## src/sf_pkg.sv

```systemverilog
// shared definitions for the arcade shell
// bridge address map, setting field widths,
// key bitmap and control vector bit positions
package sf_pkg;

    ////////////////////////////////////////
    // bridge bus
    ////////////////////////////////////////

    typedef logic [31:0] bridge_addr_t;
    typedef logic [31:0] bridge_data_t;

    // setting registers, one word each
    localparam bridge_addr_t ADDR_LIVES        = 32'h2000_0000;
    localparam bridge_addr_t ADDR_DIFFICULTY   = 32'h3000_0000;
    localparam bridge_addr_t ADDR_BONUS        = 32'h4000_0000;
    localparam bridge_addr_t ADDR_DEMO_SOUNDS  = 32'h5000_0000;
    // any write here flips the manual reset level
    localparam bridge_addr_t ADDR_RESET_TOGGLE = 32'h8000_0000;

    ////////////////////////////////////////
    // dip switch settings
    ////////////////////////////////////////

    localparam int LIVES_W      = 2;
    localparam int DIFFICULTY_W = 3;
    localparam int BONUS_W      = 3;

    typedef logic [LIVES_W-1:0]      lives_t;
    typedef logic [DIFFICULTY_W-1:0] difficulty_t;
    typedef logic [BONUS_W-1:0]      bonus_t;

    // switch word in game order
    typedef logic [15:0] dip_word_t;

    ////////////////////////////////////////
    // controls
    ////////////////////////////////////////

    typedef logic [15:0] key_map_t;
    typedef logic [6:0]  controls_t;

    // controller key bitmap positions
    localparam int KEY_UP    = 0;
    localparam int KEY_DOWN  = 1;
    localparam int KEY_LEFT  = 2;
    localparam int KEY_RIGHT = 3;
    localparam int KEY_FIRE  = 4;
    localparam int KEY_COIN  = 14;
    localparam int KEY_START = 15;

    // game control vector positions
    localparam int CTL_UP    = 6;
    localparam int CTL_DOWN  = 5;
    localparam int CTL_LEFT  = 4;
    localparam int CTL_RIGHT = 3;
    localparam int CTL_FIRE  = 2;
    localparam int CTL_START = 1;
    localparam int CTL_COIN  = 0;

    ////////////////////////////////////////
    // video
    ////////////////////////////////////////

    // red in the top field for both
    typedef logic [11:0] rgb12_t;
    typedef logic [23:0] rgb24_t;

endpackage
```

## src/sf_shell_top.sv

```systemverilog
// board-facing shell top level
// config registers, core reset, controls and video output
module sf_shell_top import sf_pkg::*; #(
    parameter int unsigned RESET_HOLD     = 4194303,
    parameter int unsigned COIN_PULSE_LEN = 1048575
) (
    input  logic         clk_74a,
    input  logic         rst_n,

    // host bridge
    input  bridge_addr_t bridge_addr,
    input  logic         bridge_wr,
    input  bridge_data_t bridge_wr_data,
    output bridge_data_t bridge_rd_data,

    // rom download
    input  logic         download_start,
    input  logic         download_done,
    input  logic         rom_wr,

    // player one controller
    input  key_map_t     cont1_key,

    // game video in
    input  rgb12_t       game_rgb,
    input  logic         game_hblank,
    input  logic         game_vblank,
    input  logic         game_hs,
    input  logic         game_vs,

    // to the game core
    output dip_word_t    dip_sw,
    output logic         core_reset,
    output logic         rom_wr_en,
    output controls_t    controls,

    // to the scaler
    output rgb24_t       video_rgb,
    output logic         video_de,
    output logic         video_hs,
    output logic         video_vs
);

    // flips on each host reset request
    logic reset_toggle;

    ////////////////////////////////////////
    // configuration
    ////////////////////////////////////////

    sf_dip_regs sf_dip_regs_i (
        .clk_74a        (clk_74a),
        .rst_n          (rst_n),
        .bridge_addr    (bridge_addr),
        .bridge_wr      (bridge_wr),
        .bridge_wr_data (bridge_wr_data),
        .bridge_rd_data (bridge_rd_data),
        .dip_sw         (dip_sw),
        .reset_toggle   (reset_toggle)
    );

    ////////////////////////////////////////
    // reset and rom gate
    ////////////////////////////////////////

    sf_core_reset #(
        .RESET_HOLD (RESET_HOLD)
    ) sf_core_reset_i (
        .clk_74a        (clk_74a),
        .rst_n          (rst_n),
        .reset_toggle   (reset_toggle),
        .download_start (download_start),
        .download_done  (download_done),
        .rom_wr         (rom_wr),
        .core_reset     (core_reset),
        .rom_wr_en      (rom_wr_en)
    );

    ////////////////////////////////////////
    // controls
    ////////////////////////////////////////

    sf_control_map #(
        .COIN_PULSE_LEN (COIN_PULSE_LEN)
    ) sf_control_map_i (
        .clk_74a   (clk_74a),
        .rst_n     (rst_n),
        .cont1_key (cont1_key),
        .controls  (controls)
    );

    ////////////////////////////////////////
    // video
    ////////////////////////////////////////

    sf_video_out sf_video_out_i (
        .clk_74a     (clk_74a),
        .rst_n       (rst_n),
        .game_rgb    (game_rgb),
        .game_hblank (game_hblank),
        .game_vblank (game_vblank),
        .game_hs     (game_hs),
        .game_vs     (game_vs),
        .video_rgb   (video_rgb),
        .video_de    (video_de),
        .video_hs    (video_hs),
        .video_vs    (video_vs)
    );

endmodule

```

## src/sf_video_out.sv

```systemverilog
// video output stage
// 12 to 24 bit colour, data enable, sync edge pulses
module sf_video_out import sf_pkg::*; (
    input  logic   clk_74a,
    input  logic   rst_n,
    input  rgb12_t game_rgb,
    input  logic   game_hblank,
    input  logic   game_vblank,
    input  logic   game_hs,
    input  logic   game_vs,
    output rgb24_t video_rgb,
    output logic   video_de,
    output logic   video_hs,
    output logic   video_vs
);

    // bit 1 vsync, bit 0 hsync
    logic [1:0] sync_in;
    logic [1:0] sync_prev;
    logic       active;

    assign sync_in = {game_vs, game_hs};
    assign active  = !game_hblank && !game_vblank;

    ////////////////////////////////////////
    // colour and enable
    ////////////////////////////////////////

    always_ff @(posedge clk_74a) begin
        if (!rst_n) begin
            video_rgb <= '0;
            video_de  <= 1'b0;
        end else if (active) begin
            video_de <= 1'b1;
            // nibble repeated fills the byte evenly
            video_rgb <= {
                {2{game_rgb[11:8]}},
                {2{game_rgb[7:4]}},
                {2{game_rgb[3:0]}}
            };
        end else begin
            // black during blanking
            video_rgb <= '0;
            video_de  <= 1'b0;
        end
    end

    ////////////////////////////////////////
    // sync pulses
    ////////////////////////////////////////

    // one-cycle pulse on each rising sync edge
    always_ff @(posedge clk_74a) begin
        if (!rst_n) begin
            sync_prev <= '0;
            video_hs  <= 1'b0;
            video_vs  <= 1'b0;
        end else begin
            sync_prev <= sync_in;
            video_hs  <= sync_in[0] && !sync_prev[0];
            video_vs  <= sync_in[1] && !sync_prev[1];
        end
    end

endmodule

```

## src/sf_control_map.sv

```systemverilog
// player one control mapping
// key bitmap to game order, coin release stretched to a pulse
module sf_control_map import sf_pkg::*; #(
    parameter int unsigned COIN_PULSE_LEN = 1048575
) (
    input  logic      clk_74a,
    input  logic      rst_n,
    input  key_map_t  cont1_key,
    output controls_t controls
);

    localparam int CNT_W = $clog2(COIN_PULSE_LEN + 1);

    logic             coin_prev;
    logic [CNT_W-1:0] coin_cnt;
    logic             coin_idle;

    // no pulse pending and none on the output
    assign coin_idle = (coin_cnt == '0) && !controls[CTL_COIN];

    ////////////////////////////////////////
    // coin pulse
    ////////////////////////////////////////

    // release loads the counter, the output bit follows a cycle later
    always_ff @(posedge clk_74a) begin
        if (!rst_n) begin
            coin_prev <= 1'b0;
            coin_cnt  <= '0;
        end else if (coin_idle) begin
            coin_prev <= cont1_key[KEY_COIN];
            // key went 1 then 0
            if (coin_prev && !cont1_key[KEY_COIN]) begin
                coin_cnt <= CNT_W'(COIN_PULSE_LEN);
            end
        end else if (coin_cnt != '0) begin
            coin_cnt <= coin_cnt - 1'b1;
        end
    end

    ////////////////////////////////////////
    // control vector
    ////////////////////////////////////////

    always_ff @(posedge clk_74a) begin
        if (!rst_n) begin
            controls <= '0;
        end else begin
            controls[CTL_UP]    <= cont1_key[KEY_UP];
            controls[CTL_DOWN]  <= cont1_key[KEY_DOWN];
            controls[CTL_LEFT]  <= cont1_key[KEY_LEFT];
            controls[CTL_RIGHT] <= cont1_key[KEY_RIGHT];
            controls[CTL_FIRE]  <= cont1_key[KEY_FIRE];
            controls[CTL_START] <= cont1_key[KEY_START];
            // high for one cycle per count
            controls[CTL_COIN]  <= (coin_cnt != '0);
        end
    end

endmodule

```

## src/sf_core_reset.sv

```systemverilog
// core reset generation
// manual reset stretcher, download window, rom write gate
module sf_core_reset import sf_pkg::*; #(
    parameter int unsigned RESET_HOLD = 4194303
) (
    input  logic clk_74a,
    input  logic rst_n,
    input  logic reset_toggle,
    input  logic download_start,
    input  logic download_done,
    input  logic rom_wr,
    output logic core_reset,
    output logic rom_wr_en
);

    // wide enough for RESET_HOLD - 1
    localparam int HOLD_W = $clog2(RESET_HOLD + 1);

    logic              toggle_prev;
    logic              manual_active;
    logic [HOLD_W-1:0] hold_cnt;
    logic              download_active;

    ////////////////////////////////////////
    // manual reset
    ////////////////////////////////////////

    // toggle change starts a fixed-length hold
    // changes seen mid-hold are absorbed by toggle_prev
    always_ff @(posedge clk_74a) begin
        if (!rst_n) begin
            toggle_prev   <= 1'b0;
            manual_active <= 1'b0;
            hold_cnt      <= '0;
        end else begin
            toggle_prev <= reset_toggle;
            if (!manual_active) begin
                if (reset_toggle != toggle_prev) begin
                    manual_active <= 1'b1;
                    hold_cnt      <= HOLD_W'(RESET_HOLD - 1);
                end
            end else if (hold_cnt == '0) begin
                // last cycle of the hold
                manual_active <= 1'b0;
            end else begin
                hold_cnt <= hold_cnt - 1'b1;
            end
        end
    end

    ////////////////////////////////////////
    // download window
    ////////////////////////////////////////

    always_ff @(posedge clk_74a) begin
        if (!rst_n) begin
            download_active <= 1'b0;
        end else if (download_start) begin
            // start wins over a same-cycle done
            download_active <= 1'b1;
        end else if (download_done) begin
            download_active <= 1'b0;
        end
    end

    ////////////////////////////////////////
    // outputs
    ////////////////////////////////////////

    // core held while any source is active
    assign core_reset = !rst_n || download_active || manual_active;

    // rom writes only land inside the window
    assign rom_wr_en = rom_wr && download_active;

endmodule

```

## src/sf_dip_regs.sv

```systemverilog
// host configuration registers
// dip word packing, bridge read-back, reset toggle level
module sf_dip_regs import sf_pkg::*; (
    input  logic         clk_74a,
    input  logic         rst_n,
    input  bridge_addr_t bridge_addr,
    input  logic         bridge_wr,
    input  bridge_data_t bridge_wr_data,
    output bridge_data_t bridge_rd_data,
    output dip_word_t    dip_sw,
    output logic         reset_toggle
);

    lives_t      lives_q;
    difficulty_t difficulty_q;
    bonus_t      bonus_q;
    logic        demo_sounds_q;

    ////////////////////////////////////////
    // write decode
    ////////////////////////////////////////

    always_ff @(posedge clk_74a) begin
        if (!rst_n) begin
            lives_q       <= '0;
            difficulty_q  <= '0;
            bonus_q       <= '0;
            demo_sounds_q <= 1'b0;
            reset_toggle  <= 1'b0;
        end else if (bridge_wr) begin
            // low bits of the data word only
            case (bridge_addr)
                ADDR_LIVES: begin
                    lives_q <= bridge_wr_data[LIVES_W-1:0];
                end
                ADDR_DIFFICULTY: begin
                    difficulty_q <= bridge_wr_data[DIFFICULTY_W-1:0];
                end
                ADDR_BONUS: begin
                    bonus_q <= bridge_wr_data[BONUS_W-1:0];
                end
                ADDR_DEMO_SOUNDS: begin
                    demo_sounds_q <= bridge_wr_data[0];
                end
                ADDR_RESET_TOGGLE: begin
                    // level flip, edge found downstream
                    reset_toggle <= ~reset_toggle;
                end
                default: begin
                    // unmapped, write dropped
                end
            endcase
        end
    end

    ////////////////////////////////////////
    // switch word
    ////////////////////////////////////////

    // 15:14 zero, 13:11 difficulty, 10:8 bonus
    // 7 demo sounds, 6 zero, 5:4 lives, 3:0 zero
    assign dip_sw = {
        2'b00,
        difficulty_q,
        bonus_q,
        demo_sounds_q,
        1'b0,
        lives_q,
        4'b0000
    };

    ////////////////////////////////////////
    // read-back
    ////////////////////////////////////////

    always_comb begin
        bridge_rd_data = '0;
        case (bridge_addr)
            ADDR_LIVES:       bridge_rd_data = bridge_data_t'(lives_q);
            ADDR_DIFFICULTY:  bridge_rd_data = bridge_data_t'(difficulty_q);
            ADDR_BONUS:       bridge_rd_data = bridge_data_t'(bonus_q);
            ADDR_DEMO_SOUNDS: bridge_rd_data = bridge_data_t'(demo_sounds_q);
            // toggle address reads as zero too
            default:          bridge_rd_data = '0;
        endcase
    end

endmodule

```

## config.mk

```make
export PLATFORM = sky130hd
export DESIGN_NAME = sf_shell_top
export DESIGN_NICKNAME = d
export VERILOG_FILES = /design/src/sf_pkg.sv /design/src/sf_shell_top.sv /design/src/sf_video_out.sv /design/src/sf_control_map.sv /design/src/sf_core_reset.sv /design/src/sf_dip_regs.sv
export SDC_FILE = /design/constraint.sdc
export NUM_CORES = 1
export LEC_CHECK = 0
export BUFFER_PORTS_ARGS = -buffer_cell sky130_fd_sc_hd__buf_2
export CAP_MARGIN = 30
export CORE_MARGIN = 3
export CORE_UTILIZATION = 30
export DETAILED_ROUTE_END_ITERATION = 8
export PLACE_DENSITY = 0.66
export SYNTH_ARGS = -nofsm -noshare
export SYNTH_HDL_FRONTEND = slang
export SYNTH_HIERARCHICAL = 1
export SYNTH_SLANG_ARGS = --single-unit
```

## constraint.sdc

```tcl
create_clock -name clk_74a -period 3.13 [get_ports clk_74a]
set_clock_uncertainty 0.1 [all_clocks]
set_input_delay 0.313 -clock clk_74a [delete_from_list [all_inputs] [get_ports clk_74a]]
set_output_delay 0.313 -clock clk_74a [all_outputs]
set_load 0.05 [all_outputs]
```

# ---- Yosys cells after proc, flatten, opt, wreduce, memory -nomap -nowiden
# Index checks and enable logic that the tools add are counted.
dict set report totals {
  output_inout_bits 84
  inputBits 102
  ff_bits 92
  elab_cells 70
}
dict set report op_classes {
  reduce_logical 29
  mux 13
  addsub 2
  bitwise_logic 1
  eq_ne 8
}
# op n
set ops {}
lappend ops {{$mux 22} 3}
lappend ops {{$eq 32x30->1 const B} 2}
lappend ops {{$eq 32x31->1 const B} 2}
lappend ops {{$mux 20} 3}
lappend ops {{$eq 32x32->1 const B} 1}
lappend ops {{$logic_not 22->1} 1}
lappend ops {{$sub 22x1->22 const B} 1}
lappend ops {{$logic_not 20->1} 1}
lappend ops {{$reduce_bool 20->1} 1}
lappend ops {{$sub 20x1->20 const B} 1}
lappend ops {{$reduce_and 2->1} 8}
lappend ops {{$pmux 3 s4} 1}
lappend ops {{$logic_not 1->1} 7}
lappend ops {{$logic_and 1x1->1} 6}
lappend ops {{$mux 1} 6}
lappend ops {{$reduce_bool 2->1} 3}
lappend ops {{$ne 2x2->1 const B} 2}
lappend ops {{$logic_or 1x1->1} 2}
lappend ops {{$ne 1x1->1} 1}
lappend ops {{$not 1->1} 1}

# ---- Longest topological paths before layout
# Gate-level depths: netlist of run 1.
dict set report depth {
  ltp_word 4
  mapped_depth 8
  depth_no_buf 7
}

# ---- Cells and area by module
# The synthesis of run 1 kept the hierarchy.
# module cells_each instances seq_area_each_um2 area_per_inst_um2
set by_module_without_submodules {}
lappend by_module_without_submodules {sf_core_reset 158 1 500.5 1370.1}
lappend by_module_without_submodules {sf_control_map 141 1 560.5 1277.5}
lappend by_module_without_submodules {sf_dip_regs 108 1 200.2 930.9}
lappend by_module_without_submodules {sf_video_out 49 1 340.3 668.1}

# ---- Worst setup path before layout of run 1
# Ideal clock, no wire load.
dict set report synth_path {
  path_type {input to output}
  startpoint {in bridge_addr[12]}
  endpoint {out bridge_rd_data[2]}
  slack_ns 0.419
  n_path_buf 0
  path_stages 4
  required_ns 2.717
  arrival_ns 2.298
  path_cell_list {nor4_2 -> nand4_4 -> nor3_1 -> a21boi_0}
}
dict set report synth_between {
  elab_chain_cells 2
  word_cells_on_any_way 5
  classes_between {eq/ne (4); mux (1)}
}
# item line_no
set synth_lines {}
lappend synth_lines {{start: declaration} sf_shell_top.sv:11} ;# input bridge_addr_t bridge_addr,
lappend synth_lines {{$eq 32x31->1 / $eq 32x30->1 (equally long branches)} sf_dip_regs.sv:78} ;# case (bridge_addr)
lappend synth_lines {{$pmux 3 s4 (*)} sf_dip_regs.sv:78}
lappend synth_lines {{end: declaration} sf_shell_top.sv:14} ;# output bridge_data_t bridge_rd_data,
# Mark *: on every way between the ends. The rest lies on a longest branch, timed or not.

# ---- Final worst setup path of run 1
dict set report layout_path {
  startpoint {reg sf_control_map_i.coin_cnt[0]}
  endpoint {reg sf_control_map_i.coin_cnt[19]}
}
dict set report layout_between {
  elab_chain_cells 4
  word_cells_on_any_way 9
  classes_between {add/sub (1); eq/ne (1); mux (2); reduce/logical (5)}
}
# item line_no
set layout_lines {}
lappend layout_lines {{start: declaration} sf_control_map.sv:15} ;# logic [CNT_W-1:0] coin_cnt;
lappend layout_lines {{start signal: assignment} sf_control_map.sv:34} ;# coin_cnt <= CNT_W'(COIN_PULSE_LEN);
lappend layout_lines {{start signal: assignment} sf_control_map.sv:37} ;# coin_cnt <= coin_cnt - 1'b1;
lappend layout_lines {{branches (longest 4 deep; another with $sub 20x1->20)} --}
# Several ways; the timed one is not identified. The select of a mux whose other input is x is not followed.
# A chain may end at the register's enable or synchronous reset.

==> results.md, run 1 <==
Timing:
- Dividing the final minimum period by the clock period gives 0.9087.
- For the pin with the worst max-slew slack, the measured transition is 710.3 ps.
- The relative slew slack is 0.5254.
- Setup repair after global routing left no endpoint under its margin.
- The total negative slack is 0 ps.
- Counting I/O delays and the setup requirement, the final critical path takes 2844 ps.
- The final number of setup-violating endpoints is 0.
- The highest clock rate is 0.3516 GHz.
- Once routing completed, OpenROAD measured the worst setup slack at 285.8 ps.
- The max-slew violation count was 0.
- The hold violation total from the final report was 0.

Floorplan:
- The initial core utilization is 0.3132.
- The die span in x is 125.0 microns.
- The region available for standard cell placement spans 13560 sq um.
- The floorplan step defined a die boundary enclosing 15620 sq um.
- The number of core rows is 42.
- The vertical die dimension is 125.0 microns.
- Pin placement for this block handled 186 I/O pins.

Global routing:
- The first global-routing pass estimated 16.51 mm of wire.
- For this run, the total global-route usage over all layers was measured as 0.1262.
- The most crowded layer after global routing is met2.
- For met2 alone, demand over resource in global routing was 0.2018.
- The met3 demand-to-capacity share in global routing is 0.03710.
- The total grt overflow is 0.
- Entering global routing, the biggest net connects 27 pins.
- The number of antenna violations at the first check in global routing was 0.
- The global routing met1 resource utilization is 0.1613.
- The number of global-route vias before repair was 3421.

Cells and area:
- The most common cell after layout, fill and taps aside is sky130_fd_sc_hd__buf_2.
- Compared with the post-synthesis result, the final layout area differs by 18.71%.
- 0 antenna diodes ended up in the layout.
- For this run, the number of standard cells in the final layout without fillers is 734.
- Measured on the finished design, the core utilization comes to 0.3718.
- The layout cell share with drive strength beyond 1 is 0.2993.
- The final layout contains 657 nets.
- In the layout the commonest cells are 111 x sky130_fd_sc_hd__buf_2, 80 x sky130_fd_sc_hd__dfxtp_1, 36 x sky130_fd_sc_hd__conb_1.

Power and ir drop:
- Cell internal power was estimated by the tool at 2.263 mW.
- Dividing total power by cell area gives a power density of 703.0 nW/um^2.
- For this design the total switching power over the nets is 1.281 mW.
- Summed over all cells, the static leakage comes to 2.163 nW.
- The overall power after layout is 3.544 mW.
- The sequential share of power is 0.354.
- Of the total power, combinational logic draws 0.334.
- Of the total power, the clock network draws 0.312.
- The switching power as a share of total power is 0.3614.
- The peak supply drop is 562.0 uV.

Detailed routing:
- The first-pass iteration count of the detailed router is 4.
- The final routed wire length divided by cell count is 13.74 microns.
- The post-detailed-route via-to-cell ratio is 4.907.
- The count of nets left with antenna violations once routing finished came out at 0.
- After detailed routing, the number of remaining DRC violations is 0.
- The via count is 3602.
- After the first detailed-routing iteration, the DRC count stood at 183.
- The total wirelength of the detailed-routed design is 10.09 mm.

Clock tree:
- The maximum buffer depth of the clock tree is 2.
- The clock slew at the register clock pins of the worst setup and hold paths is 60 ps.
- The clock net in this run drives a total of 80 sinks.
- The root buffer cell is sky130_fd_sc_hd__clkbuf_16.
- The total CTS buffers is 9.
- The clock tree from TritonCTS is built.
- The H-tree was split into 3 levels.
- The post-cts repair resize count is 0.
- After clock tree synthesis, the setup repair step added 0 buffers.
- The number of buffers inserted for hold repair after clock tree synthesis is 0.
- The latest clock arrival within the worst-skew pair is 340 ps.

Placed design:
- At the placement stage, the worst setup path has a slack of 350.6 ps.
- During placement, the flow inserted port buffers numbering 111.
- The cell count after placement is 718.
- The total half-perimeter wirelength after legalization and detailed placement is 7.527 mm.
- The global placement routability congestion is 0.8031.

Critical path:
- The category of the most critical setup path is register to register.
- Of all nets on the critical path, the largest fanout is 9.
- The most frequent cell on the critical path is sky130_fd_sc_hd__a311oi_1.
- Traced cell by cell, the critical path runs through inv_1, ha_1, or4b_4, or4_1, nor3_4, a311oi_1, a311oi_1.
- STA puts the critical path data required time at 3270 ps.
- The worst setup path is launched from a register.
- At the worst endpoint, the arrival time is 2980 ps.
- For this run, the slowest stage of the critical path takes 760 ps.
- STA classifies the critical path endpoint as a register.
- The standard cell with the maximum stage delay on the critical path is sky130_fd_sc_hd__or4_1.

Synthesis:
- The Yosys step of the flow raised 6 warnings.
- Summing every instance area after synthesis gives 4247 sq um.
- The gate count after technology mapping is 456.
- The library cell with the largest summed area after synthesis is sky130_fd_sc_hd__dfxtp_1.
- The post-synthesis cell type count is 67.
- The number of enable-type register cells in the synthesized netlist is 0.
- The mean area per synthesized cell is 9.313 sq um.
- The share of flip-flops with an asynchronous set or reset after synthesis is 0.
- The most used flip-flop cell after synthesis is sky130_fd_sc_hd__dfxtp_1.
- The share of Yosys cell area claimed by the top area cell type is 0.3771.
- Ranked by total cell area, the synthesized netlist is headed by sky130_fd_sc_hd__dfxtp_1 38%, sky130_fd_sc_hd__buf_4 9.0%, sky130_fd_sc_hd__a21oi_1 3.1%, sky130_fd_sc_hd__nand2_1 2.9%, sky130_fd_sc_hd__a311oi_1 2.9%.
- Synthesis inferred 80 register bits.
- The share of the Yosys chip area taken by registers is 0.3771.

Hold path:
- The class of the tightest hold or removal check is input pin to register.

Flow run:
- The count of max-cap constraint violations is 0.

Outcome:
- The run finished with clean final reports.
==> cell type report <==
type / instances / area, sq um
fill: 1376 / 8517
multi-input combinational: 334 / 2258
timing repair buffer: 117 / 600.6
clock buffer: 14 / 284.0
inverter: 11 / 41.29
clock inverter: 2 / 35.03
tap: 176 / 220.2
sequential: 80 / 1602
==> critical path: cells and delay by family (launching register included) <==
family / cells / cell delay, ps
AND/OR/NAND/NOR: 3 / 1660
flip-flops: 1 / 340
adder cells (fa/ha/maj): 1 / 200
buffers and inverters: 1 / 70
AO/OA/AOI/OAI: 2 / 370
==> power groups by stage <==
stage	clock network (mW)	registers, mW	logic, mW
floorplan	0	1.30	0.908
global placement	0	1.27	1.15
detailed placement	0	1.27	1.18
CTS	1.14	1.25	1.18
global route	1.19	1.27	1.31
finish	1.11	1.25	1.18
==> cell usage after synthesis (3+ instances only) <==
cell,n
sky130_fd_sc_hd__nand3_1,10
sky130_fd_sc_hd__nor4_1,8
sky130_fd_sc_hd__nand2b_1,10
sky130_fd_sc_hd__and4bb_1,6
sky130_fd_sc_hd__a22oi_1,3
sky130_fd_sc_hd__o21ai_0,12
sky130_fd_sc_hd__buf_4,51
sky130_fd_sc_hd__a311oi_1,14
sky130_fd_sc_hd__nand2_1,33
sky130_fd_sc_hd__nor4_2,8
sky130_fd_sc_hd__o21ai_1,3
sky130_fd_sc_hd__or3_1,6
sky130_fd_sc_hd__or4_1,4
sky130_fd_sc_hd__xnor2_1,9
sky130_fd_sc_hd__nor4_4,4
sky130_fd_sc_hd__nor3_1,19
sky130_fd_sc_hd__mux2i_1,12
sky130_fd_sc_hd__buf_6,5
sky130_fd_sc_hd__nor2b_1,3
sky130_fd_sc_hd__inv_1,11
sky130_fd_sc_hd__nor2_1,27
sky130_fd_sc_hd__and2_1,15
sky130_fd_sc_hd__o31ai_1,4
sky130_fd_sc_hd__nor4bb_2,4
sky130_fd_sc_hd__clkbuf_1,9
sky130_fd_sc_hd__dfxtp_1,80
sky130_fd_sc_hd__a211oi_1,9
sky130_fd_sc_hd__a21oi_1,26
==> sequential cells by signal, summed over array words and instances, names as in the netlist <==
register                         cells
sf_dip_regs_i/difficulty_q           3
sf_dip_regs_i/bonus_q                3
sf_dip_regs_i/reset_toggle           1
sf_core_reset_i/hold_cnt            22
sf_video_out_i/video_de              1
sf_core_reset_i/toggle_prev          1
sf_video_out_i/sync_prev             2
sf_video_out_i/video_hs              1
sf_core_reset_i/manual_active        1
sf_control_map_i/controls            7
sf_dip_regs_i/demo_sounds_q          1
sf_video_out_i/video_vs              1
sf_dip_regs_i/lives_q                2
sf_video_out_i/video_rgb            12
sf_control_map_i/coin_cnt           20
sf_control_map_i/coin_prev           1
sf_core_reset_i/download_active      1
==> stage by stage <==
step                      hold WS, ps  instance area [sq um]
after floorplan                 330.4                   4378
after global placement          364.0                   4722
after detailed placement        363.9                   4722
after CTS                       63.39                   5041
after global routing            65.73                   5041
final                           76.48                   5041
==> cell families (layout without fill, tap and decap cells) <==
family | Yosys count | in the layout | synth area share
simple gates | 181 | 181 | 0.2926
fa+ha+maj | 2 | 2 | 0.005892
mux | 12 | 12 | 0.02829
buf+inv | 77 | 144 | 0.1220
xor+xnor | 10 | 10 | 0.02063
flops | 80 | 80 | 0.3771
compound gates | 93 | 93 | 0.1526
other cells | 1 | 36 | 0.0008831
==> routing by layer <==
layer  vias up  routed length, microns  part of all wire
met2        90                    4863              0.48
met5         -                       0                 0
met1      1715                    4538              0.45
met3        13                     539             0.053
met4         0                     145             0.014
li1       1784                       -                 -
==> path summary, 6_finish.rpt <==
kind,to,slack (ps),depth (start not counted),startpoint
setup reg to reg,sf_control_map_i/coin_cnt[19],290,7,sf_control_map_i/coin_cnt[0]
setup / recovery,sf_control_map_i/coin_cnt[19],290,7,sf_control_map_i/coin_cnt[0]
hold / removal,sf_control_map_i/controls[1],80,2,cont1_key[15]
hold reg to reg,sf_dip_regs_i/bonus_q[2],370,2,sf_dip_regs_i/bonus_q[2]
Power figures use the tool's default switching activity.
==> run 2: changes to the inputs <==
- CORE_UTILIZATION: 30 -> 47
- PLACE_DENSITY: 0.66 -> 0.91
- SYNTH_HIERARCHICAL: 1 -> not set
==> results.md, run 2 <==
Outcome:
- The run finished with clean final reports.

Synthesis:
- The share of flip-flops with an asynchronous set or reset after synthesis is 0 (unchanged).
- The compound-gate portion of the synthesized area is 0.1466 (-0.006001).
- The number of register bits inferred by synthesis is 80 (unchanged).
- The share of the synthesized netlist area taken by xor and xnor gates came to 0.01519 (-0.005436).
- The number of enable-type register cells in the synthesized netlist is 0 (unchanged).
- The multiplexer share of the synthesized area came to 0.03379 (+0.005503).
- The post-synthesis cell type count is 66 (-1.5%).
- The synthesized design spends more area on one cell type than any other, namely sky130_fd_sc_hd__dfxtp_1.
- The share of synthesized area occupied by flip-flops and latches was 0.3968 (+0.01964).
- The area of the mapped netlist is 4036 sq um (-4.9%).
- The commonest cells after synthesis are 80 x sky130_fd_sc_hd__dfxtp_1, 49 x sky130_fd_sc_hd__buf_4, 39 x sky130_fd_sc_hd__nor2_1.
- The share of Yosys cell area claimed by the top area cell type is 0.3968 (+0.01964).
- The synthesized-area fraction occupied by and/or/nand/nor cells is 0.2731 (-0.01948).
- In the synthesized netlist the dominant register cell turns out to be sky130_fd_sc_hd__dfxtp_1.
- The number of warnings issued by yosys is 0 (-6).
- The dominant combinational cell family by area after synthesis is simple AND/OR/NAND/NOR gates.
- The gate count after technology mapping was 464 (+1.8%).
- In the post-synthesis netlist, the biggest area contributors are sky130_fd_sc_hd__dfxtp_1 40%, sky130_fd_sc_hd__buf_4 9.1%, sky130_fd_sc_hd__nor2_1 3.6%, sky130_fd_sc_hd__and2_1 3.6%, sky130_fd_sc_hd__nor3_1 3.2%.
- The mean area per synthesized cell is 8.699 sq um (-6.6%).
- Among all cell types in the netlist, the one instantiated most often is sky130_fd_sc_hd__dfxtp_1.
- The arithmetic-cell share of the synthesized area counting full adders, half adders and majority gates came to 0.006200 (+0.0003069).

Timing:
- The hold violation total from the final report is 0 (unchanged).
- The transition time of the tightest slew-check pin is 898.0 ps (+187.7 ps).
- The part of the cycle the worst path needs is 0.9256 (+0.01688).
- The relative slew slack was 0.3967 (-0.1287).
- The total negative slack was 0 ps (unchanged).
- The shortest clock period the worst path allows after layout is 2897 ps (+52.82 ps).
- The final-layout worst hold slack is 69.90 ps (-6.578 ps).
- The max-slew violation count is 0 (unchanged).
- Setup repair after global routing left no endpoint under its margin.
- The final number of setup-violating endpoints is 0 (unchanged).
- The highest clock rate was 0.3452 GHz (-1.8%).

Floorplan:
- The core region area is 8258 sq um (-39%).
- The vertical die dimension is 98.67 microns (-21%).
- The die span in x is 98.67 microns (-21%).
- The initial core utilization came to 0.4888 (+0.1756).
- The number of I/O pins came to 186 (unchanged).
- The number of core rows is 33 (-21%).
- The area of the die is 9736 sq um (-38%).

Cells and area:
- The most common cell after layout, fill and taps aside is sky130_fd_sc_hd__buf_2.
- sf_core_reset_i.hold_cnt holds more flip-flops than any other register.
- The layout cell share with drive strength beyond 1 came to 0.2771 (-0.02220).
- The final antenna diode count is 0 (unchanged).
- The number of nets in the layout came to 662 (+0.76%).
- The area of all placed cells without fillers came to 4636 sq um (-8.0%).
- The number of flip-flops under the largest register name is 22 (unchanged).
- In the layout the commonest cells are 111 x sky130_fd_sc_hd__buf_2, 80 x sky130_fd_sc_hd__dfxtp_1, 39 x sky130_fd_sc_hd__nor2_1.
- The layout overhead on the synthesized area is 14.85%.
- The largest registers in the layout are sf_core_reset_i.hold_cnt (22), sf_control_map_i.coin_cnt (20), sf_video_out_i.video_rgb (12).

Clock tree:
- The total CTS buffers is 9 (unchanged).
- The number of post-CTS setup repair buffers is 0 (unchanged).
- The sink count of the clock tree is 80 (unchanged).
- The clock slew at the register clock pins of the worst setup and hold paths is 80 ps (+20 ps).
- The post-cts repair resize count is 0 (unchanged).
- In this run the clock root is driven by a sky130_fd_sc_hd__clkbuf_8.
- The clock tree from TritonCTS is built.
- The latest clock arrival within the worst-skew pair came to 340 ps (about the same).
- The maximum buffer depth of the clock tree is 2 (unchanged).
- The number of buffers inserted for hold repair after clock tree synthesis is 0 (unchanged).
- The number of H-tree branching levels is 3 (unchanged).

Power and ir drop:
- The leakage power total is 2.124 nW (-1.8%).
- The peak supply drop is 474.3 uV (-16%).
- The power per unit of standard cell area is 680.1 nW/um^2 (-3.3%).

Detailed routing:
- The total wirelength of the detailed-routed design is 9.234 mm (-8.4%).
- The post-detailed-route via-to-cell ratio is 5.493 (+12%).
- The via count is 3669 (+1.9%).
- The post-detailed-route count of antenna-violating nets came to 0 (unchanged).
- The final routed wire length divided by cell count is 13.82 microns (+0.60%).
- The DRC violations left is 0 (unchanged).
- The number of DRC markers in iteration 0 was 198 (+8.2%).
- The first-pass iteration count of the detailed router is 4 (unchanged).

Critical path:
- In this design, the largest share of critical-path delay is due to simple AND/OR/NAND/NOR gates.
- The depth of the critical timing path with buffers and inverters included was 7 (unchanged).
- The standard cell with the maximum stage delay on the critical path is sky130_fd_sc_hd__or4_1.
- The critical path goes through buf_2, or4_1, or3_1, nor3_2, a221oi_1, a21oi_1, buf_2.
- The stage delay of the slowest cell on the critical path is 550 ps (-210 ps).
- The category of the most critical setup path is input pin to primary output.
- The arrival time at the worst endpoint is 2480 ps (-500 ps).
- The kind of end point of the critical path is a primary output.
- The worst endpoint required time is 2720 ps (-550 ps).
- The reg2reg setup slack is 260 ps (-30 ps).
- The total buffers and inverters traversed by the critical path is 2 (+1).
- The worst reg-to-reg path cell count was 8 (+1).
- The maximum fanout encountered on the critical timing path came to 8 (-1).
- The most frequent cell on the critical path is sky130_fd_sc_hd__buf_2.
- The kind of start point of the critical path is an input pin.

Global routing:
- The maximum number of pins on one net before global-route repair is 34 (+26%).
- The first-pass GRT wire length is 15.24 mm (-7.7%).
- The total grt overflow is 0 (unchanged).
- The number of antenna violations at the first check in global routing came to 0 (unchanged).
- The number of global-route vias before repair was 3553 (+3.9%).
- The aggregate global-route resource usage is 0.1832 (+0.05703).

Placed design:
- The total half-perimeter wirelength after legalization and detailed placement came to 6.771 mm (-10%).
- The count of input and output buffers came to 111 (unchanged).
- The global placement routability congestion came to 0.8408 (+4.7%).
- The area after detailed placement is 4438 sq um (-6.0%).

Hold path:
- The cell depth of the worst min-delay path came to 2 (unchanged).
- The path class of the tightest hold or removal check is input pin to register.

Flow run:
- The count of max-cap constraint violations came to 0 (unchanged).
[run 2: path summary, 6_finish.rpt]
check,end,from
worst max register to register,sf_core_reset_i.hold_cnt[11],sf_core_reset_i.hold_cnt[0]
worst min-delay path,sf_video_out_i.video_rgb[21],game_rgb[9]
worst max-delay path,bridge_rd_data[1],bridge_addr[15]
worst min register to register,sf_video_out_i.video_hs,sf_video_out_i.sync_prev[0]
[run 2: layout make-up]
cell class                      instances  area (sq um)
Sequential cell                        80          1602
Clock buffer                           11         141.4
Inverter                                8         30.03
Clock inverter                          5         56.30
Multi-Input combinational cell        339          2052
Timing Repair Buffer                  120         623.1
Tap cell                              105         131.4
Fill cell                             720          3622
[run 2: per-stage QoR]
step,util,power (mW),worst slack (ps),instances
2_1_floorplan,-,2.187,179.3,499
3_3_place_gp,0.5374,2.330,353.2,652
3_5_place_dp,0.5374,2.384,252.7,652
4_1_cts,0.5614,3.153,248.6,668
5_1_grt,0.5614,3.351,131.8,668
6_report,0.5614,3.153,233.0,668
[run 2: cell families after synthesis]
logic type	after synthesis
simple gates	198
compound gates	83
other cells	1
mux	13
xor+xnor	7
buf+inv	80
flops	80
fa+ha+maj	2
[run 2: per-layer routing]
| metal | up-vias | part of all wire | track usage |
|---|---|---|---|
| li1 | 1781 | - | - |
| met2 | 168 | 0.51 | 0.3359 |
| met3 | 11 | 0.082 | 0.04600 |
| met4 | 0 | 0.0063 | 0.05462 |
| met5 | - | 0 | 0 |
| met1 | 1709 | 0.40 | 0.2091 |
[run 2: where the power goes]
group / internal, mW / switching (mW) / leakage [nW] / total [mW]
combinational: 0.395 / 0.702 / 1.37 / 1.10
sequential: 1.15 / 0.144 / 0.652 / 1.29
clock: 0.390 / 0.373 / 0.0993 / 0.763
total: 1.93 / 1.22 / 2.12 / 3.15
==> run 3: changes to the inputs <==
- ABC_AREA: not set -> 1
- CORE_UTILIZATION: 47 -> 49
- PLACE_DENSITY: 0.91 -> 0.92
==> results.md, run 3 <==
Global routing:
- The met3 demand-to-capacity share in global routing was 0.05028 (+0.004274).
- The maximum number of pins on one net before global-route repair is 29 (-15%).
- The aggregate global-route resource usage is 0.1964 (+0.01320).
- After global routing, the most crowded layer is met2.
- The number of antenna violations at the first check in global routing was 0 (unchanged).
- The total grt overflow is 0 (unchanged).
- The global-route met2 utilization is 0.3551 (+0.01920).
- The number of global-route vias before repair is 3978 (+12%).
- The first-pass GRT wire length is 16.63 mm (+9.1%).
- The global routing met1 resource utilization is 0.2256 (+0.01651).

Power and ir drop:
- The peak supply drop is 535.3 uV (+13%).
- The leakage power total is 2.678 nW (+26%).
- The power per unit of standard cell area is 625.2 nW/um^2 (-8.1%).

Hold path:
- The tightest min-delay check is of the input pin to register type.

Timing:
- The highest clock rate was 0.4660 GHz (+35%).
- Setup repair after global routing left no endpoint under its margin.
- The total negative slack is 0 ps (unchanged).
- The final-layout worst hold slack came to 43.02 ps (-26.88 ps).
- The shortest clock period the worst path allows after layout was 2146 ps (-751.1 ps).
- The final number of setup-violating endpoints was 0 (unchanged).
- The max-slew violation count is 0 (unchanged).
- The transition time of the tightest slew-check pin is 923.5 ps (+25.51 ps).
- The relative slew slack is 0.3837 (-0.01308).
- The part of the cycle the worst path needs came to 0.6856 (-0.2400).
- The hold violation total from the final report is 0 (unchanged).

Cells and area:
- The area of all placed cells without fillers is 5049 sq um (+8.9%).
- The area taken by flip-flops and latches is 1602 sq um (unchanged).
- The number of inserted filler cells in the final layout is 863 (+20%).
- The number of flip-flops under the largest register name is 22 (unchanged).
- The largest registers in the layout are sf_core_reset_i.hold_cnt (22), sf_control_map_i.coin_cnt (20), sf_video_out_i.video_rgb (12).
- The post-layout instance count excluding filler cells is 890 (+33%).
- The layout cell share with drive strength beyond 1 is 0.1969 (-0.08016).
- The area of combinational cells with multiple inputs came to 2281 sq um (+11%).
- The final antenna diode count came to 0 (unchanged).
- Counting flops per register, the top entry is sf_core_reset_i.hold_cnt.
- In the layout the commonest cells are 177 x sky130_fd_sc_hd__nand2_1, 137 x sky130_fd_sc_hd__nor2_1, 111 x sky130_fd_sc_hd__buf_2.
- The area growth from synthesis to layout is 13.41%.
- Leaving out fill and tap cells, the most frequent cell in the layout is sky130_fd_sc_hd__nand2_1.
- The final core area utilization is 0.5761 (+0.01474).
- The number of nets in the layout was 881 (+33%).

Synthesis:
- The share of synthesized area occupied by flip-flops and latches was 0.3598 (-0.03702).
- The share of Yosys cell area claimed by the top area cell type is 0.3598 (-0.03702).
- The area of the mapped netlist came to 4452 sq um (+10%).
- The compound-gate portion of the synthesized area came to 0.05396 (-0.09266).
- The multiplexer share of the synthesized area is 0 (-0.03379).
- The number of register bits inferred by synthesis came to 80 (unchanged).
- The share of the synthesized netlist area taken by xor and xnor gates is 0.01771 (+0.002517).
- By count the netlist is led by 177 x sky130_fd_sc_hd__nand2_1, 137 x sky130_fd_sc_hd__nor2_1, 80 x sky130_fd_sc_hd__dfxtp_1.
- The share of flip-flops with an asynchronous set or reset after synthesis is 0 (unchanged).
- The dominant combinational cell family by area after synthesis is simple AND/OR/NAND/NOR gates.
- For this run, the leading register cell type out of synthesis is sky130_fd_sc_hd__dfxtp_1.
- By area the synthesized netlist is led by sky130_fd_sc_hd__dfxtp_1 36%, sky130_fd_sc_hd__nand2_1 15%, sky130_fd_sc_hd__nor2_1 12%, sky130_fd_sc_hd__buf_4 8.3%, sky130_fd_sc_hd__inv_1 5.3%.
- The mean area per synthesized cell is 6.499 sq um (-25%).
- The number of warnings issued by yosys is 0 (unchanged).
- The number of enable-type register cells in the synthesized netlist came to 0 (unchanged).
- The gate count after technology mapping came to 685 (+48%).
- The arithmetic-cell share of the synthesized area counting full adders, half adders and majority gates is 0.005621 (-0.0005785).
- The most common cell in the synthesized netlist is sky130_fd_sc_hd__nand2_1.
- sky130_fd_sc_hd__dfxtp_1 takes more of the synthesized area than any other cell.
- The post-synthesis cell type count is 31 (-53%).
- The synthesized-area fraction occupied by and/or/nand/nor cells is 0.4047 (+0.1316).

Detailed routing:
- The first-pass iteration count of the detailed router is 5 (+1).
- The post-detailed-route via-to-cell ratio came to 4.871 (-11%).
- The post-detailed-route count of antenna-violating nets came to 0 (unchanged).
- The total wirelength of the detailed-routed design came to 9.987 mm (+8.2%).
- The DRC violations left is 0 (unchanged).
- The number of DRC markers in iteration 0 is 138 (-30%).
- The final routed wire length divided by cell count is 11.22 microns (-19%).
- The via count is 4335 (+18%).

Clock tree:
- The maximum buffer depth of the clock tree came to 2 (unchanged).
- The latest clock arrival within the worst-skew pair is 350 ps (about the same).
- The sink count of the clock tree is 80 (unchanged).
- The post-cts repair resize count was 0 (unchanged).
- The clock slew at the register clock pins of the worst setup and hold paths is 90 ps (about the same).
- The number of H-tree branching levels came to 3 (unchanged).
- The clock tree from TritonCTS is built.
- The number of buffers inserted for hold repair after clock tree synthesis was 0 (unchanged).
- The root buffer cell is sky130_fd_sc_hd__clkbuf_8.
- The number of post-CTS setup repair buffers is 0 (unchanged).
- The total CTS buffers was 9 (unchanged).

Outcome:
- The run finished with clean final reports.

Floorplan:
- The core region area is 8763 sq um (+6.1%).
- The number of I/O pins was 186 (unchanged).
- The vertical die dimension came to 101.3 microns (+2.7%).
- The number of core rows is 34 (+3.0%).
- The die span in x is 101.3 microns (+2.7%).
- The initial core utilization was 0.5080 (+0.01921).
- The area of the die is 10260 sq um (+5.4%).

Critical path:
- The kind of end point of the critical path is a primary output.
- The kind of start point of the critical path is an input pin.
- The maximum fanout encountered on the critical timing path came to 10 (+2).
- The stage delay of the slowest cell on the critical path was 320 ps (-230 ps).
- For this design, the slowest cell found on the critical path is sky130_fd_sc_hd__nor2_2.
- Walking the worst path, the cells encountered are buf_2, nor2_1, nand2_1, nor2_1, nand2_1, nor2_2, nand2_1, nor2_1, nand2_1, nand3_1, buf_2.
- The most frequent cell on the critical path is sky130_fd_sc_hd__nand2_1.
- The worst endpoint required time is 2720 ps (about the same).
- The arrival time at the worst endpoint is 1730 ps (-750 ps).
- The setup path with the least slack is of type input pin to primary output.

Placed design:
- The cell count after placement came to 874 (+34%).
- The area after detailed placement is 4828 sq um (+8.8%).
- The count of input and output buffers was 111 (unchanged).
- The total half-perimeter wirelength after legalization and detailed placement is 7.468 mm (+10%).
- The global placement routability congestion came to 0.9363 (+11%).

Flow run:
- The count of max-cap constraint violations is 0 (unchanged).
run 3: changes by cell type after synthesis, moves of 8 or more:
| cell | before | now |
|---|---|---|
| sky130_fd_sc_hd__nand2_1 | 23 | 177 |
| sky130_fd_sc_hd__nor2_1 | 39 | 137 |
| sky130_fd_sc_hd__inv_1 | 8 | 63 |
| sky130_fd_sc_hd__nand3_1 | 13 | 45 |
| sky130_fd_sc_hd__and2_1 | 23 | 0 |
| sky130_fd_sc_hd__nor3_1 | 26 | 5 |
| sky130_fd_sc_hd__nand4_1 | 8 | 22 |
| sky130_fd_sc_hd__nor4_1 | 14 | 0 |
| sky130_fd_sc_hd__a21oi_1 | 19 | 31 |
| sky130_fd_sc_hd__a311oi_1 | 10 | 0 |
| sky130_fd_sc_hd__or3_1 | 9 | 0 |
| sky130_fd_sc_hd__or4_1 | 9 | 0 |
| sky130_fd_sc_hd__mux2i_1 | 8 | 0 |
run 3: metal layers:
layer,vias to the layer above,share of wire,routed length [microns]
met2,120,0.52,5189
met3,9,0.058,577
met5,-,0,0
li1,2241,-,-
met4,0,0.0098,98
met1,1965,0.41,4121
run 3: worst paths after layout:
kind / cells past startpoint / startpoint / slack, ps / end
worst max register to register: 9 / sf_core_reset_i.hold_cnt[0] / 1120 / sf_core_reset_i.hold_cnt[13]
worst max-delay path: 11 / bridge_addr[7] / 980 / bridge_rd_data[1]
worst min register to register: 1 / sf_video_out_i.sync_prev[1] / 290 / sf_video_out_i.video_vs
worst min-delay path: 3 / cont1_key[15] / 40 / sf_control_map_i.controls[1]
run 3: kinds of logic after synthesis:
family,count (synthesis)
AO/OA/AOI/OAI,44
other,1
AND/OR/NAND/NOR,418
adder cells (fa/ha/maj),2
flip-flops,80
buffers and inverters,131
XOR/XNOR,9
run 3: final cells by class:
cell class,count,area share
clock inverter,6,0.01834
clock buffer,10,0.02528
tap,108,0.02677
multi-input combinational,509,0.4518
timing repair buffer,113,0.1130
inverter,64,0.04758
sequential,80,0.3172
run 3: stage by stage:
step	setup WS, ps	total power [mW]
after global routing	727.0	3.377
after CTS	967.2	3.175
after floorplan	1193	2.159
after global placement	969.9	2.290
final	984.0	3.157
after detailed placement	966.3	2.320
run 3: critical path, delay by kind of cell:
| kind | cells | cell delay, ps |
|---|---|---|
| simple gates | 9 | 1060 |
| buf+inv | 2 | 350 |
run 3: where the power goes:
group	switching [mW]	internal, mW	total, mW
combinational	0.720	0.366	1.09
clock	0.403	0.454	0.857
sequential	0.0893	1.12	1.21
